## src/rvIsaPkg.sv

```systemverilog
package rvIsaPkg;

    typedef logic [31:0] wordT;     // Data or instruction word.
    typedef logic [4:0]  regAddrT;
    typedef logic [6:0]  opcodeT;
    typedef logic [2:0]  funct3T;
    typedef logic [2:0]  immSrcT;
    typedef logic [1:0]  resultSrcT;
    typedef logic [1:0]  aluOpT;
    typedef logic [2:0]  memSizeT;  // One-hot access size.

    // Opcodes. addi and slli share the OP-IMM opcode.
    localparam opcodeT opRType  = 7'b0110011;
    localparam opcodeT opImm    = 7'b0010011;
    localparam opcodeT opLoad   = 7'b0000011;
    localparam opcodeT opLui    = 7'b0110111;
    localparam opcodeT opStore  = 7'b0100011;
    localparam opcodeT opBranch = 7'b1100011;
    localparam opcodeT opJal    = 7'b1101111;
    localparam opcodeT opJalr   = 7'b1100111;

    localparam funct3T funct3Addi = 3'b000;

    // Load and store width field.
    localparam funct3T f3Byte  = 3'b000;
    localparam funct3T f3Half  = 3'b001;
    localparam funct3T f3Word  = 3'b010;
    localparam funct3T f3ByteU = 3'b100;
    localparam funct3T f3HalfU = 3'b101;

    // ALU function field.
    localparam funct3T f3AddSub = 3'b000;
    localparam funct3T f3Sll    = 3'b001;
    localparam funct3T f3Slt    = 3'b010;
    localparam funct3T f3Sltu   = 3'b011;
    localparam funct3T f3Xor    = 3'b100;
    localparam funct3T f3Srl    = 3'b101;
    localparam funct3T f3Or     = 3'b110;
    localparam funct3T f3And    = 3'b111;

    localparam immSrcT immI = 3'd0;  // Also used by jalr.
    localparam immSrcT immU = 3'd1;
    localparam immSrcT immS = 3'd2;
    localparam immSrcT immB = 3'd3;
    localparam immSrcT immJ = 3'd4;

    localparam resultSrcT resultAlu = 2'd0;
    localparam resultSrcT resultMem = 2'd1;
    localparam resultSrcT resultPc4 = 2'd2;

    localparam aluOpT aluOpMem    = 2'd0;
    localparam aluOpT aluOpBranch = 2'd1;
    localparam aluOpT aluOpRType  = 2'd2;
    localparam aluOpT aluOpImm    = 2'd3;

    localparam memSizeT memNone = 3'b000;
    localparam memSizeT memByte = 3'b001;
    localparam memSizeT memHalf = 3'b010;
    localparam memSizeT memWord = 3'b100;

endpackage

```

## src/pipeCtrlPkg.sv

```systemverilog
package pipeCtrlPkg;

    import rvIsaPkg::*;

    typedef enum logic [3:0] {
        aluAdd,
        aluSub,
        aluAnd,
        aluOr,
        aluXor,
        aluSll,
        aluSrl,
        aluSra,
        aluSlt,
        aluSltu
    } aluCtrlT;

    // Main decoder output.
    typedef struct packed {
        logic      regWrite;
        resultSrcT resultSrc;
        logic      aluSrc;     // Second ALU operand is the immediate.
        immSrcT    immSrc;
        logic      branch;
        logic      jump;
        aluOpT     aluOp;
        logic      memRead;
        logic      memWrite;
        memSizeT   memSize;
        logic      loadSigned; // Sign-extend the loaded value.
        logic      isJalr;
        logic      isLui;
    } ctrlBundleT;

    // Everything execute needs from decode.
    typedef struct packed {
        logic      valid;
        wordT      pc;
        wordT      rs1Data;
        wordT      rs2Data;
        regAddrT   rs1;
        regAddrT   rs2;
        regAddrT   rd;
        wordT      imm;
        aluCtrlT   aluCtrl;
        funct3T    funct3;     // Branch condition for execute.
        logic      regWrite;
        resultSrcT resultSrc;
        logic      aluSrc;
        logic      branch;
        logic      jump;
        logic      memRead;
        logic      memWrite;
        memSizeT   memSize;
        logic      loadSigned;
        logic      isJalr;
        logic      isLui;
    } idExPacketT;

endpackage

```

## src/mainDecoder.sv

```systemverilog
`timescale 1ns/10ps

module mainDecoder
    import rvIsaPkg::*;
    import pipeCtrlPkg::*;
(
    input  opcodeT     opcode,
    input  funct3T     funct3,
    output ctrlBundleT ctrl
);

    typedef enum logic [3:0] {
        kindUndef,
        kindRType,
        kindAddi,
        kindSlli,
        kindLoad,
        kindLui,
        kindStore,
        kindBranch,
        kindJal,
        kindJalr
    } instrKindT;

    instrKindT kind;

    // Loads and stores with a bad width fall back to undefined.
    always_comb begin
        case (opcode)
            opRType:  kind = kindRType;
            opImm:    kind = (funct3 == funct3Addi) ? kindAddi : kindSlli;
            opLoad:   kind = (funct3 inside {f3Byte, f3Half, f3Word, f3ByteU, f3HalfU}) ?
                             kindLoad : kindUndef;
            opLui:    kind = kindLui;
            opStore:  kind = (funct3 inside {f3Byte, f3Half, f3Word}) ? kindStore : kindUndef;
            opBranch: kind = kindBranch;
            opJal:    kind = kindJal;
            opJalr:   kind = kindJalr;
            default:  kind = kindUndef;
        endcase
    end

    always_comb begin
        ctrl           = '0;
        ctrl.resultSrc = resultAlu;
        ctrl.immSrc    = immI;
        ctrl.aluOp     = aluOpImm;  // Immediate class unless overridden.
        ctrl.memSize   = memNone;

        case (kind)
            kindRType: begin
                ctrl.regWrite = 1'b1;
                ctrl.aluOp    = aluOpRType;
            end
            kindAddi, kindSlli: begin
                ctrl.regWrite = 1'b1;
                ctrl.aluSrc   = 1'b1;
            end
            kindLoad: begin
                ctrl.regWrite  = 1'b1;
                ctrl.resultSrc = resultMem;
                ctrl.aluSrc    = 1'b1;
                ctrl.aluOp     = aluOpMem;  // Address add.
                ctrl.memRead   = 1'b1;
            end
            kindLui: begin
                ctrl.regWrite = 1'b1;
                ctrl.aluSrc   = 1'b1;
                ctrl.immSrc   = immU;
                ctrl.isLui    = 1'b1;
            end
            kindStore: begin
                ctrl.aluSrc   = 1'b1;
                ctrl.immSrc   = immS;
                ctrl.aluOp    = aluOpMem;
                ctrl.memWrite = 1'b1;
            end
            kindBranch: begin
                ctrl.immSrc = immB;
                ctrl.branch = 1'b1;
                ctrl.aluOp  = aluOpBranch;
            end
            kindJal: begin
                ctrl.regWrite  = 1'b1;
                ctrl.resultSrc = resultPc4;  // Link address.
                ctrl.immSrc    = immJ;
                ctrl.jump      = 1'b1;
            end
            kindJalr: begin
                ctrl.regWrite  = 1'b1;
                ctrl.resultSrc = resultPc4;
                ctrl.jump      = 1'b1;
                ctrl.isJalr    = 1'b1;
            end
            default: ;
        endcase

        // Access width, only for memory kinds.
        if (kind == kindLoad) begin
            case (funct3)
                f3Byte, f3ByteU: ctrl.memSize = memByte;
                f3Half, f3HalfU: ctrl.memSize = memHalf;
                f3Word:          ctrl.memSize = memWord;
                default:         ctrl.memSize = memNone;
            endcase
            ctrl.loadSigned = (funct3 == f3Byte) || (funct3 == f3Half);
        end else if (kind == kindStore) begin
            case (funct3)
                f3Byte:  ctrl.memSize = memByte;
                f3Half:  ctrl.memSize = memHalf;
                f3Word:  ctrl.memSize = memWord;
                default: ctrl.memSize = memNone;
            endcase
        end
    end

endmodule

```

## src/aluDecoder.sv

```systemverilog
`timescale 1ns/10ps

module aluDecoder
    import rvIsaPkg::*;
    import pipeCtrlPkg::*;
(
    input  aluOpT   aluOp,
    input  funct3T  funct3,
    input  logic    funct7b5,  // Instruction bit 30.
    output aluCtrlT aluCtrl
);

    always_comb begin
        aluCtrl = aluAdd;
        case (aluOp)
            aluOpMem:    aluCtrl = aluAdd;
            aluOpBranch: aluCtrl = aluSub;  // Compare by subtraction.
            default: begin
                // R-type and immediate share the funct3 table.
                case (funct3)
                    f3AddSub: begin
                        // Bit 30 of addi is immediate data, never sub.
                        if (aluOp == aluOpRType && funct7b5) begin
                            aluCtrl = aluSub;
                        end else begin
                            aluCtrl = aluAdd;
                        end
                    end
                    f3Sll:   aluCtrl = aluSll;
                    f3Slt:   aluCtrl = aluSlt;
                    f3Sltu:  aluCtrl = aluSltu;
                    f3Xor:   aluCtrl = aluXor;
                    f3Srl:   aluCtrl = funct7b5 ? aluSra : aluSrl;  // srai as well.
                    f3Or:    aluCtrl = aluOr;
                    f3And:   aluCtrl = aluAnd;
                    default: aluCtrl = aluAdd;
                endcase
            end
        endcase
    end

endmodule

```

## src/immExtender.sv

```systemverilog
`timescale 1ns/10ps

module immExtender
    import rvIsaPkg::*;
(
    input  wordT   instr,
    input  immSrcT immSrc,
    output wordT   imm
);

    logic signBit;

    assign signBit = instr[31];

    always_comb begin
        case (immSrc)
            immI: imm = {{20{signBit}}, instr[31:20]};
            immU: imm = {instr[31:12], 12'b0};  // No extension needed.
            immS: imm = {{20{signBit}}, instr[31:25], instr[11:7]};
            immB: begin
                // Halfword offset, bit 0 implied.
                imm = {{19{signBit}}, instr[31], instr[7], instr[30:25],
                       instr[11:8], 1'b0};
            end
            immJ: begin
                imm = {{11{signBit}}, instr[31], instr[19:12], instr[20],
                       instr[30:21], 1'b0};
            end
            default: imm = '0;
        endcase
    end

endmodule

```

## src/registerFile.sv

```systemverilog
`timescale 1ns/10ps

module registerFile
    import rvIsaPkg::*;
#(
    parameter int numRegs = 32
) (
    input  logic    clk,
    input  logic    arstN,
    input  regAddrT rs1,
    input  regAddrT rs2,
    input  logic    wbEn,
    input  regAddrT wbAddr,
    input  wordT    wbData,
    output wordT    rs1Data,
    output wordT    rs2Data
);

    localparam int idxW = $clog2(numRegs);

    wordT regs [numRegs];

    // x0 and indices past the file are not writable.
    always_ff @(posedge clk or negedge arstN) begin
        if (!arstN) begin
            for (int i = 0; i < numRegs; i++) begin
                regs[i] <= '0;
            end
        end else if (wbEn && wbAddr != '0 && int'(wbAddr) < numRegs) begin
            regs[wbAddr[idxW-1:0]] <= wbData;
        end
    end

    // Same-cycle writeback is forwarded to the read port.
    function automatic wordT readPort(regAddrT addr);
        wordT value;
        if (addr == '0 || int'(addr) >= numRegs) begin
            value = '0;
        end else if (wbEn && addr == wbAddr) begin
            value = wbData;
        end else begin
            value = regs[addr[idxW-1:0]];
        end
        return value;
    endfunction

    always_comb begin
        rs1Data = readPort(rs1);
        rs2Data = readPort(rs2);
    end

endmodule

```

## src/decodeStage.sv

```systemverilog
`timescale 1ns/10ps

module decodeStage
    import rvIsaPkg::*;
    import pipeCtrlPkg::*;
#(
    parameter int numRegs = 32
) (
    input  logic       clk,
    input  logic       arstN,
    input  wordT       instr,
    input  wordT       pc,
    input  logic       instrValid,
    input  logic       stall,
    input  logic       flush,
    input  logic       wbEn,
    input  regAddrT    wbAddr,
    input  wordT       wbData,
    output idExPacketT idEx
);

    ctrlBundleT ctrl;
    aluCtrlT    aluCtrl;
    wordT       imm;
    wordT       rs1Data;
    wordT       rs2Data;
    regAddrT    rs1;
    regAddrT    rs2;
    regAddrT    rd;
    funct3T     funct3;
    idExPacketT rawPacket;
    idExPacketT nextPacket;

    assign rs1    = instr[19:15];
    assign rs2    = instr[24:20];
    assign rd     = instr[11:7];
    assign funct3 = instr[14:12];

    // Clears valid and every flag with an effect outside execute.
    function automatic idExPacketT bubble(idExPacketT p);
        idExPacketT b;
        b          = p;
        b.valid    = 1'b0;
        b.regWrite = 1'b0;
        b.memRead  = 1'b0;
        b.memWrite = 1'b0;
        b.branch   = 1'b0;
        b.jump     = 1'b0;
        return b;
    endfunction

    mainDecoder i_mainDecoder (
        .opcode (instr[6:0]),
        .funct3 (funct3),
        .ctrl   (ctrl)
    );

    aluDecoder i_aluDecoder (
        .aluOp    (ctrl.aluOp),
        .funct3   (funct3),
        .funct7b5 (instr[30]),
        .aluCtrl  (aluCtrl)
    );

    immExtender i_immExtender (
        .instr  (instr),
        .immSrc (ctrl.immSrc),
        .imm    (imm)
    );

    registerFile #(
        .numRegs (numRegs)
    ) i_registerFile (
        .clk     (clk),
        .arstN   (arstN),
        .rs1     (rs1),
        .rs2     (rs2),
        .wbEn    (wbEn),
        .wbAddr  (wbAddr),
        .wbData  (wbData),
        .rs1Data (rs1Data),
        .rs2Data (rs2Data)
    );

    always_comb begin
        rawPacket.valid      = instrValid;
        rawPacket.pc         = pc;
        rawPacket.rs1Data    = rs1Data;
        rawPacket.rs2Data    = rs2Data;
        rawPacket.rs1        = rs1;
        rawPacket.rs2        = rs2;
        rawPacket.rd         = rd;
        rawPacket.imm        = imm;
        rawPacket.aluCtrl    = aluCtrl;
        rawPacket.funct3     = funct3;
        rawPacket.regWrite   = ctrl.regWrite;
        rawPacket.resultSrc  = ctrl.resultSrc;
        rawPacket.aluSrc     = ctrl.aluSrc;
        rawPacket.branch     = ctrl.branch;
        rawPacket.jump       = ctrl.jump;
        rawPacket.memRead    = ctrl.memRead;
        rawPacket.memWrite   = ctrl.memWrite;
        rawPacket.memSize    = ctrl.memSize;
        rawPacket.loadSigned = ctrl.loadSigned;
        rawPacket.isJalr     = ctrl.isJalr;
        rawPacket.isLui      = ctrl.isLui;
    end

    assign nextPacket = instrValid ? rawPacket : bubble(rawPacket);

    // Flush wins over stall.
    always_ff @(posedge clk or negedge arstN) begin
        if (!arstN) begin
            idEx <= '0;
        end else if (flush) begin
            idEx <= bubble(nextPacket);
        end else if (!stall) begin
            idEx <= nextPacket;
        end
    end

endmodule

```

## config.mk

```make
export PLATFORM = sky130hd
export DESIGN_NAME = decodeStage
export DESIGN_NICKNAME = d
export VERILOG_FILES = /design/src/rvIsaPkg.sv /design/src/pipeCtrlPkg.sv /design/src/mainDecoder.sv /design/src/aluDecoder.sv /design/src/immExtender.sv /design/src/registerFile.sv /design/src/decodeStage.sv
export SDC_FILE = /design/constraint.sdc
export NUM_CORES = 2
export LEC_CHECK = 0
export BUFFER_PORTS_ARGS = -buffer_cell sky130_fd_sc_hd__buf_2
export CORE_MARGIN = 2
export CORE_UTILIZATION = 56
export DETAILED_ROUTE_END_ITERATION = 8
export PLACE_DENSITY = 0.78
export SETUP_SLACK_MARGIN = 0.2
export SYNTH_ARGS = -nofsm -noshare
export SYNTH_HDL_FRONTEND = slang
export SYNTH_SLANG_ARGS = --single-unit
```

## constraint.sdc

```tcl
create_clock -name clk -period 1.6 [get_ports clk]
set_clock_uncertainty 0.05 [all_clocks]
set_input_delay 0.32 -clock clk [delete_from_list [all_inputs] [get_ports clk]]
set_output_delay 0.32 -clock clk [all_outputs]
set_load 0.01 [all_outputs]
```

==> qor.csv <==
stage,metric,value,unit
status,status,finished with violations,
status,violations in the final reports,negative setup slack,
sta,worst slew pin tran,880,ps
cells_and_area,"leading cell type in the layout, fill and taps excluded",sky130_fd_sc_hd__dfrtp_1,
setup_path,capture point of the critical path,idEx[95],
clock_tree,CTS tree,built,
clock_tree,Worst-Skew Late Latency,770,ps
setup_path,data required time of the worst path,2200,ps
clock_tree,Max Root-Sink Buffers,3,
sta,number of pins exceeding their max-slew limit in the final report,0,
clock_tree,clock slew at the register clock pins of the worst setup and hold paths,60,ps
sta,Final period util,123,%
global_route,Overflow after GRT,0,
power,power density normalized to cell area,1190,nW/µm²
setup_path,Worst Reg-to-Reg Cells,6,
global_route,pin count of the biggest net entering global routing,61,
yosys,post-synthesis area per instance,14.5,µm²
power,"IR drop worst, VDD",0.00106,V
setup_path,"Buf+Inv Stages, Crit Path",1,
routing,post-DR wirelength/cell,34.8,µm
cells_and_area,Post-layout nets,5385,
setup_path,CP Depth,6,
sta,Achievable Freq,506,MHz
sta,fin crit period,1980,ps
floorplan,Die X-Extent,332,µm
placement,placed standard-cell area,73400,µm²
clock_tree,CTS sink count,1189,
placement,# port buffers,271,
yosys,Seq cells post-synth,1189,
setup_path,endpoint kind of the worst setup timing path,flip-flop,
setup_path,endpoint of the worst register-to-register path,idEx[95],
setup_path,"Data arrival, critical path",2570,ps
setup_path,R2R Setup Slk,-380,ps
yosys,number of warnings issued by yosys,0,
placement,DPL Wire Length,138000,µm
routing,post-DR vias/cell,7.13,
global_route,first-pass GRT wire length,334000,µm
sta,final worst slack,-376,ps
sta,final count of negative-setup-slack endpoints,232,
sta,worst hold slack,42.5,ps
floorplan,Placeable Area,107000,µm²
clock_tree,number of H-tree levels,3,
setup_path,start of the worst register-to-register path,i_registerFile.regs[187],
yosys,post-synth cell types,63,
cells_and_area,"commonest cells after routing, fill and taps aside","1,176 x sky130_fd_sc_hd__dfrtp_1, 930 x sky130_fd_sc_hd__buf_4, 572 x sky130_fd_sc_hd__mux2_4",
cells_and_area,cell area after layout,80900,µm²
sta,RSZ-0062 raised after global routing,yes,
floorplan,initial standard-cell utilization of the core,56.4,%
global_route,GRT Overall Usage,40.8,%
flow_run,count of maximum capacitance violations,0,
worst_hold_path,worst hold path type,in -> async,
cells_and_area,area grow syn2layout,34.2,%
setup_path,critical path launch point type,flip-flop,
setup_path,critical-path cell list,mux4_2 -> a22oi_1 -> and3_1 -> nor4_1 -> buf_4 -> a221o_1,
floorplan,num rows,120,
global_route,via count of the first global-routing pass,50500,
sta,Total Neg Setup Slack,-23880,ps
yosys,netlist area before placement,60300,µm²
floorplan,die area,110000,µm²
yosys,count of flip-flops with a built-in enable after synthesis,0,
routing,detailed-routing iteration count for the pre-antenna-repair pass,9,
yosys,share of async-settable or async-resettable flops after synthesis,100,%
routing,DRT antenna net count,0,
cells_and_area,fraction of layout instances using a drive strength above 1,61.4,%
floorplan,IO Count,272,
setup_path,largest driver fanout on the critical path,2,
setup_path,Worst path top cell family by delay,multiplexers,
yosys,main flop type after synthesis,sky130_fd_sc_hd__dfrtp_1,
routing,DRC violation count after routing,0,
yosys,register area share after synthesis,49.3,%
clock_tree,cell at the root of the clock tree,sky130_fd_sc_hd__clkbuf_16,
power,leakage power,37.3,nW
floorplan,Die Height,332,µm
routing,DR iter-0 viols,6599,
clock_tree,number of buffers inserted during clock tree synthesis,121,
routing,via count,48400,
sta,Final Hold Violating Endpoints,0,
setup_path,Crit Path Category,reg -> reg,
routing,Routed WL,236000,µm
setup_path,critical path's slowest cell,sky130_fd_sc_hd__mux4_2,
cells_and_area,Finished Layout Cells,6788,
yosys,Syn Nets,4257,
yosys,gate count after technology mapping,4150,
placement,worst slack at placement,-813,ps
placement,number of cells after detailed placement,6306,
sta,remaining max-slew budget at the tightest pin,40.7,%
setup_path,startpoint of the worst setup timing path,i_registerFile.regs[187],
placement,gp weighted congestion,0.916,
global_route,initial antenna violation count,14,
setup_path,slowest cell delay on critical path,490,ps
[synthesized netlist by cell type (4+ instances only)]
| library cell | number | area (µm²) |
|---|---|---|
| sky130_fd_sc_hd__a21oi_1 | 24 | 120 |
| sky130_fd_sc_hd__a221o_1 | 18 | 180 |
| sky130_fd_sc_hd__a221oi_1 | 33 | 289 |
| sky130_fd_sc_hd__a222oi_1 | 32 | 320 |
| sky130_fd_sc_hd__a22o_1 | 54 | 473 |
| sky130_fd_sc_hd__a22oi_1 | 151 | 1130 |
| sky130_fd_sc_hd__a31oi_1 | 4 | 25.0 |
| sky130_fd_sc_hd__a41o_1 | 11 | 110 |
| sky130_fd_sc_hd__and3_1 | 18 | 113 |
| sky130_fd_sc_hd__buf_1 | 59 | 221 |
| sky130_fd_sc_hd__buf_2 | 73 | 365 |
| sky130_fd_sc_hd__buf_4 | 9 | 67.6 |
| sky130_fd_sc_hd__buf_6 | 27 | 304 |
| sky130_fd_sc_hd__buf_8 | 4 | 60.1 |
| sky130_fd_sc_hd__clkbuf_1 | 292 | 1100 |
| sky130_fd_sc_hd__dfrtp_1 | 1189 | 29800 |
| sky130_fd_sc_hd__inv_1 | 4 | 15.0 |
| sky130_fd_sc_hd__mux2_1 | 251 | 2830 |
| sky130_fd_sc_hd__mux2_2 | 763 | 8590 |
| sky130_fd_sc_hd__mux2i_1 | 58 | 581 |
| sky130_fd_sc_hd__mux4_2 | 473 | 10700 |
| sky130_fd_sc_hd__nand2_1 | 293 | 1100 |
| sky130_fd_sc_hd__nand2b_1 | 11 | 68.8 |
| sky130_fd_sc_hd__nand3_1 | 4 | 20.0 |
| sky130_fd_sc_hd__nand4_1 | 14 | 87.6 |
| sky130_fd_sc_hd__nand4b_1 | 6 | 52.6 |
| sky130_fd_sc_hd__nor2_1 | 34 | 128 |
| sky130_fd_sc_hd__nor2b_1 | 14 | 87.6 |
| sky130_fd_sc_hd__nor3_1 | 25 | 125 |
| sky130_fd_sc_hd__nor3b_1 | 4 | 30.0 |
| sky130_fd_sc_hd__nor4_1 | 20 | 125 |
| sky130_fd_sc_hd__o21ai_0 | 41 | 205 |
| sky130_fd_sc_hd__o21ai_1 | 44 | 220 |
| sky130_fd_sc_hd__o22ai_1 | 36 | 225 |
| sky130_fd_sc_hd__or3_1 | 4 | 25.0 |
| sky130_fd_sc_hd__xnor2_1 | 10 | 87.6 |
[metrics by stage]
step,power (mW),utilization (%)
after global placement,61.3,68.7
after detailed placement,62.5,68.7
after CTS,94.5,74.6
after floorplan,52.6,-
after global routing,99.1,75.7
final,96.5,75.7
[layout make-up]
cell class	instances	area (µm²)
Inverter	4	15.0
Clock inverter	56	801
Multi-Input combinational cell	2489	31600
Clock buffer	164	3450
Sequential cell	1189	29800
Fill cell	5657	26000
Antenna cell	10	25.0
Tap cell	1403	1760
Timing Repair Buffer	1473	13500
[cell families after synthesis]
| kind of cell | count (synthesis) | synth area share [%] |
|---|---|---|
| AO/OA/AOI/OAI | 473 | 5.89 |
| XOR/XNOR | 11 | 0.160 |
| multiplexers | 1545 | 37.6 |
| AND/OR/NAND/NOR | 460 | 3.41 |
| flip-flops | 1189 | 49.3 |
| buffers and inverters | 472 | 3.64 |
[flip-flops by register name, indices dropped and copies added, names as in the netlist]
signal	count
i_registerFile.regs	1024
idEx	165
[report_power, final]
group	total [mW]	internal (mW)	switching, mW
Clock	31.0	18.0	13.0
Sequential	40.0	35.5	4.50
Combinational	25.5	15.8	9.73
[worst min-delay path by stage]
stage / slack (ps) / cells after the start / endpoint
floorplan: -30 / 0 / i_registerFile.regs[0]
global placement: 180 / 1 / i_registerFile.regs[237]
detailed placement: 180 / 1 / i_registerFile.regs[237]
CTS: 0.2 / 4 / idEx[4]
global route: 60 / 2 / i_registerFile.regs[237]
finish: 40 / 2 / i_registerFile.regs[120]
[worst register-to-register path, delay by kind of cell, from the launching register on]
family	cells	cell delay, ps
AO/OA/AOI/OAI	2	480
flip-flops	1	400
AND/OR/NAND/NOR	2	280
multiplexers	1	490
buffers and inverters	1	160
[timing repair]
item	4_1_cts	5_1_grt
gates resized for setup	164	74
hold buffers	58	0
hold endpoints to repair	1202	0
setup endpoints to repair	229	356
gates cloned	0	3
setup buffers	103	88
pin swaps	94	40
[per-layer routing]
metal,vias up,track usage [%],routed length (µm)
met3,1415,12.5,31800
met5,-,0,24
met2,4123,61.0,103000
met1,24600,51.6,79400
met4,4,27.1,21600
li1,18200,-,-
Note: power is estimated with default switching activity, not from simulation.
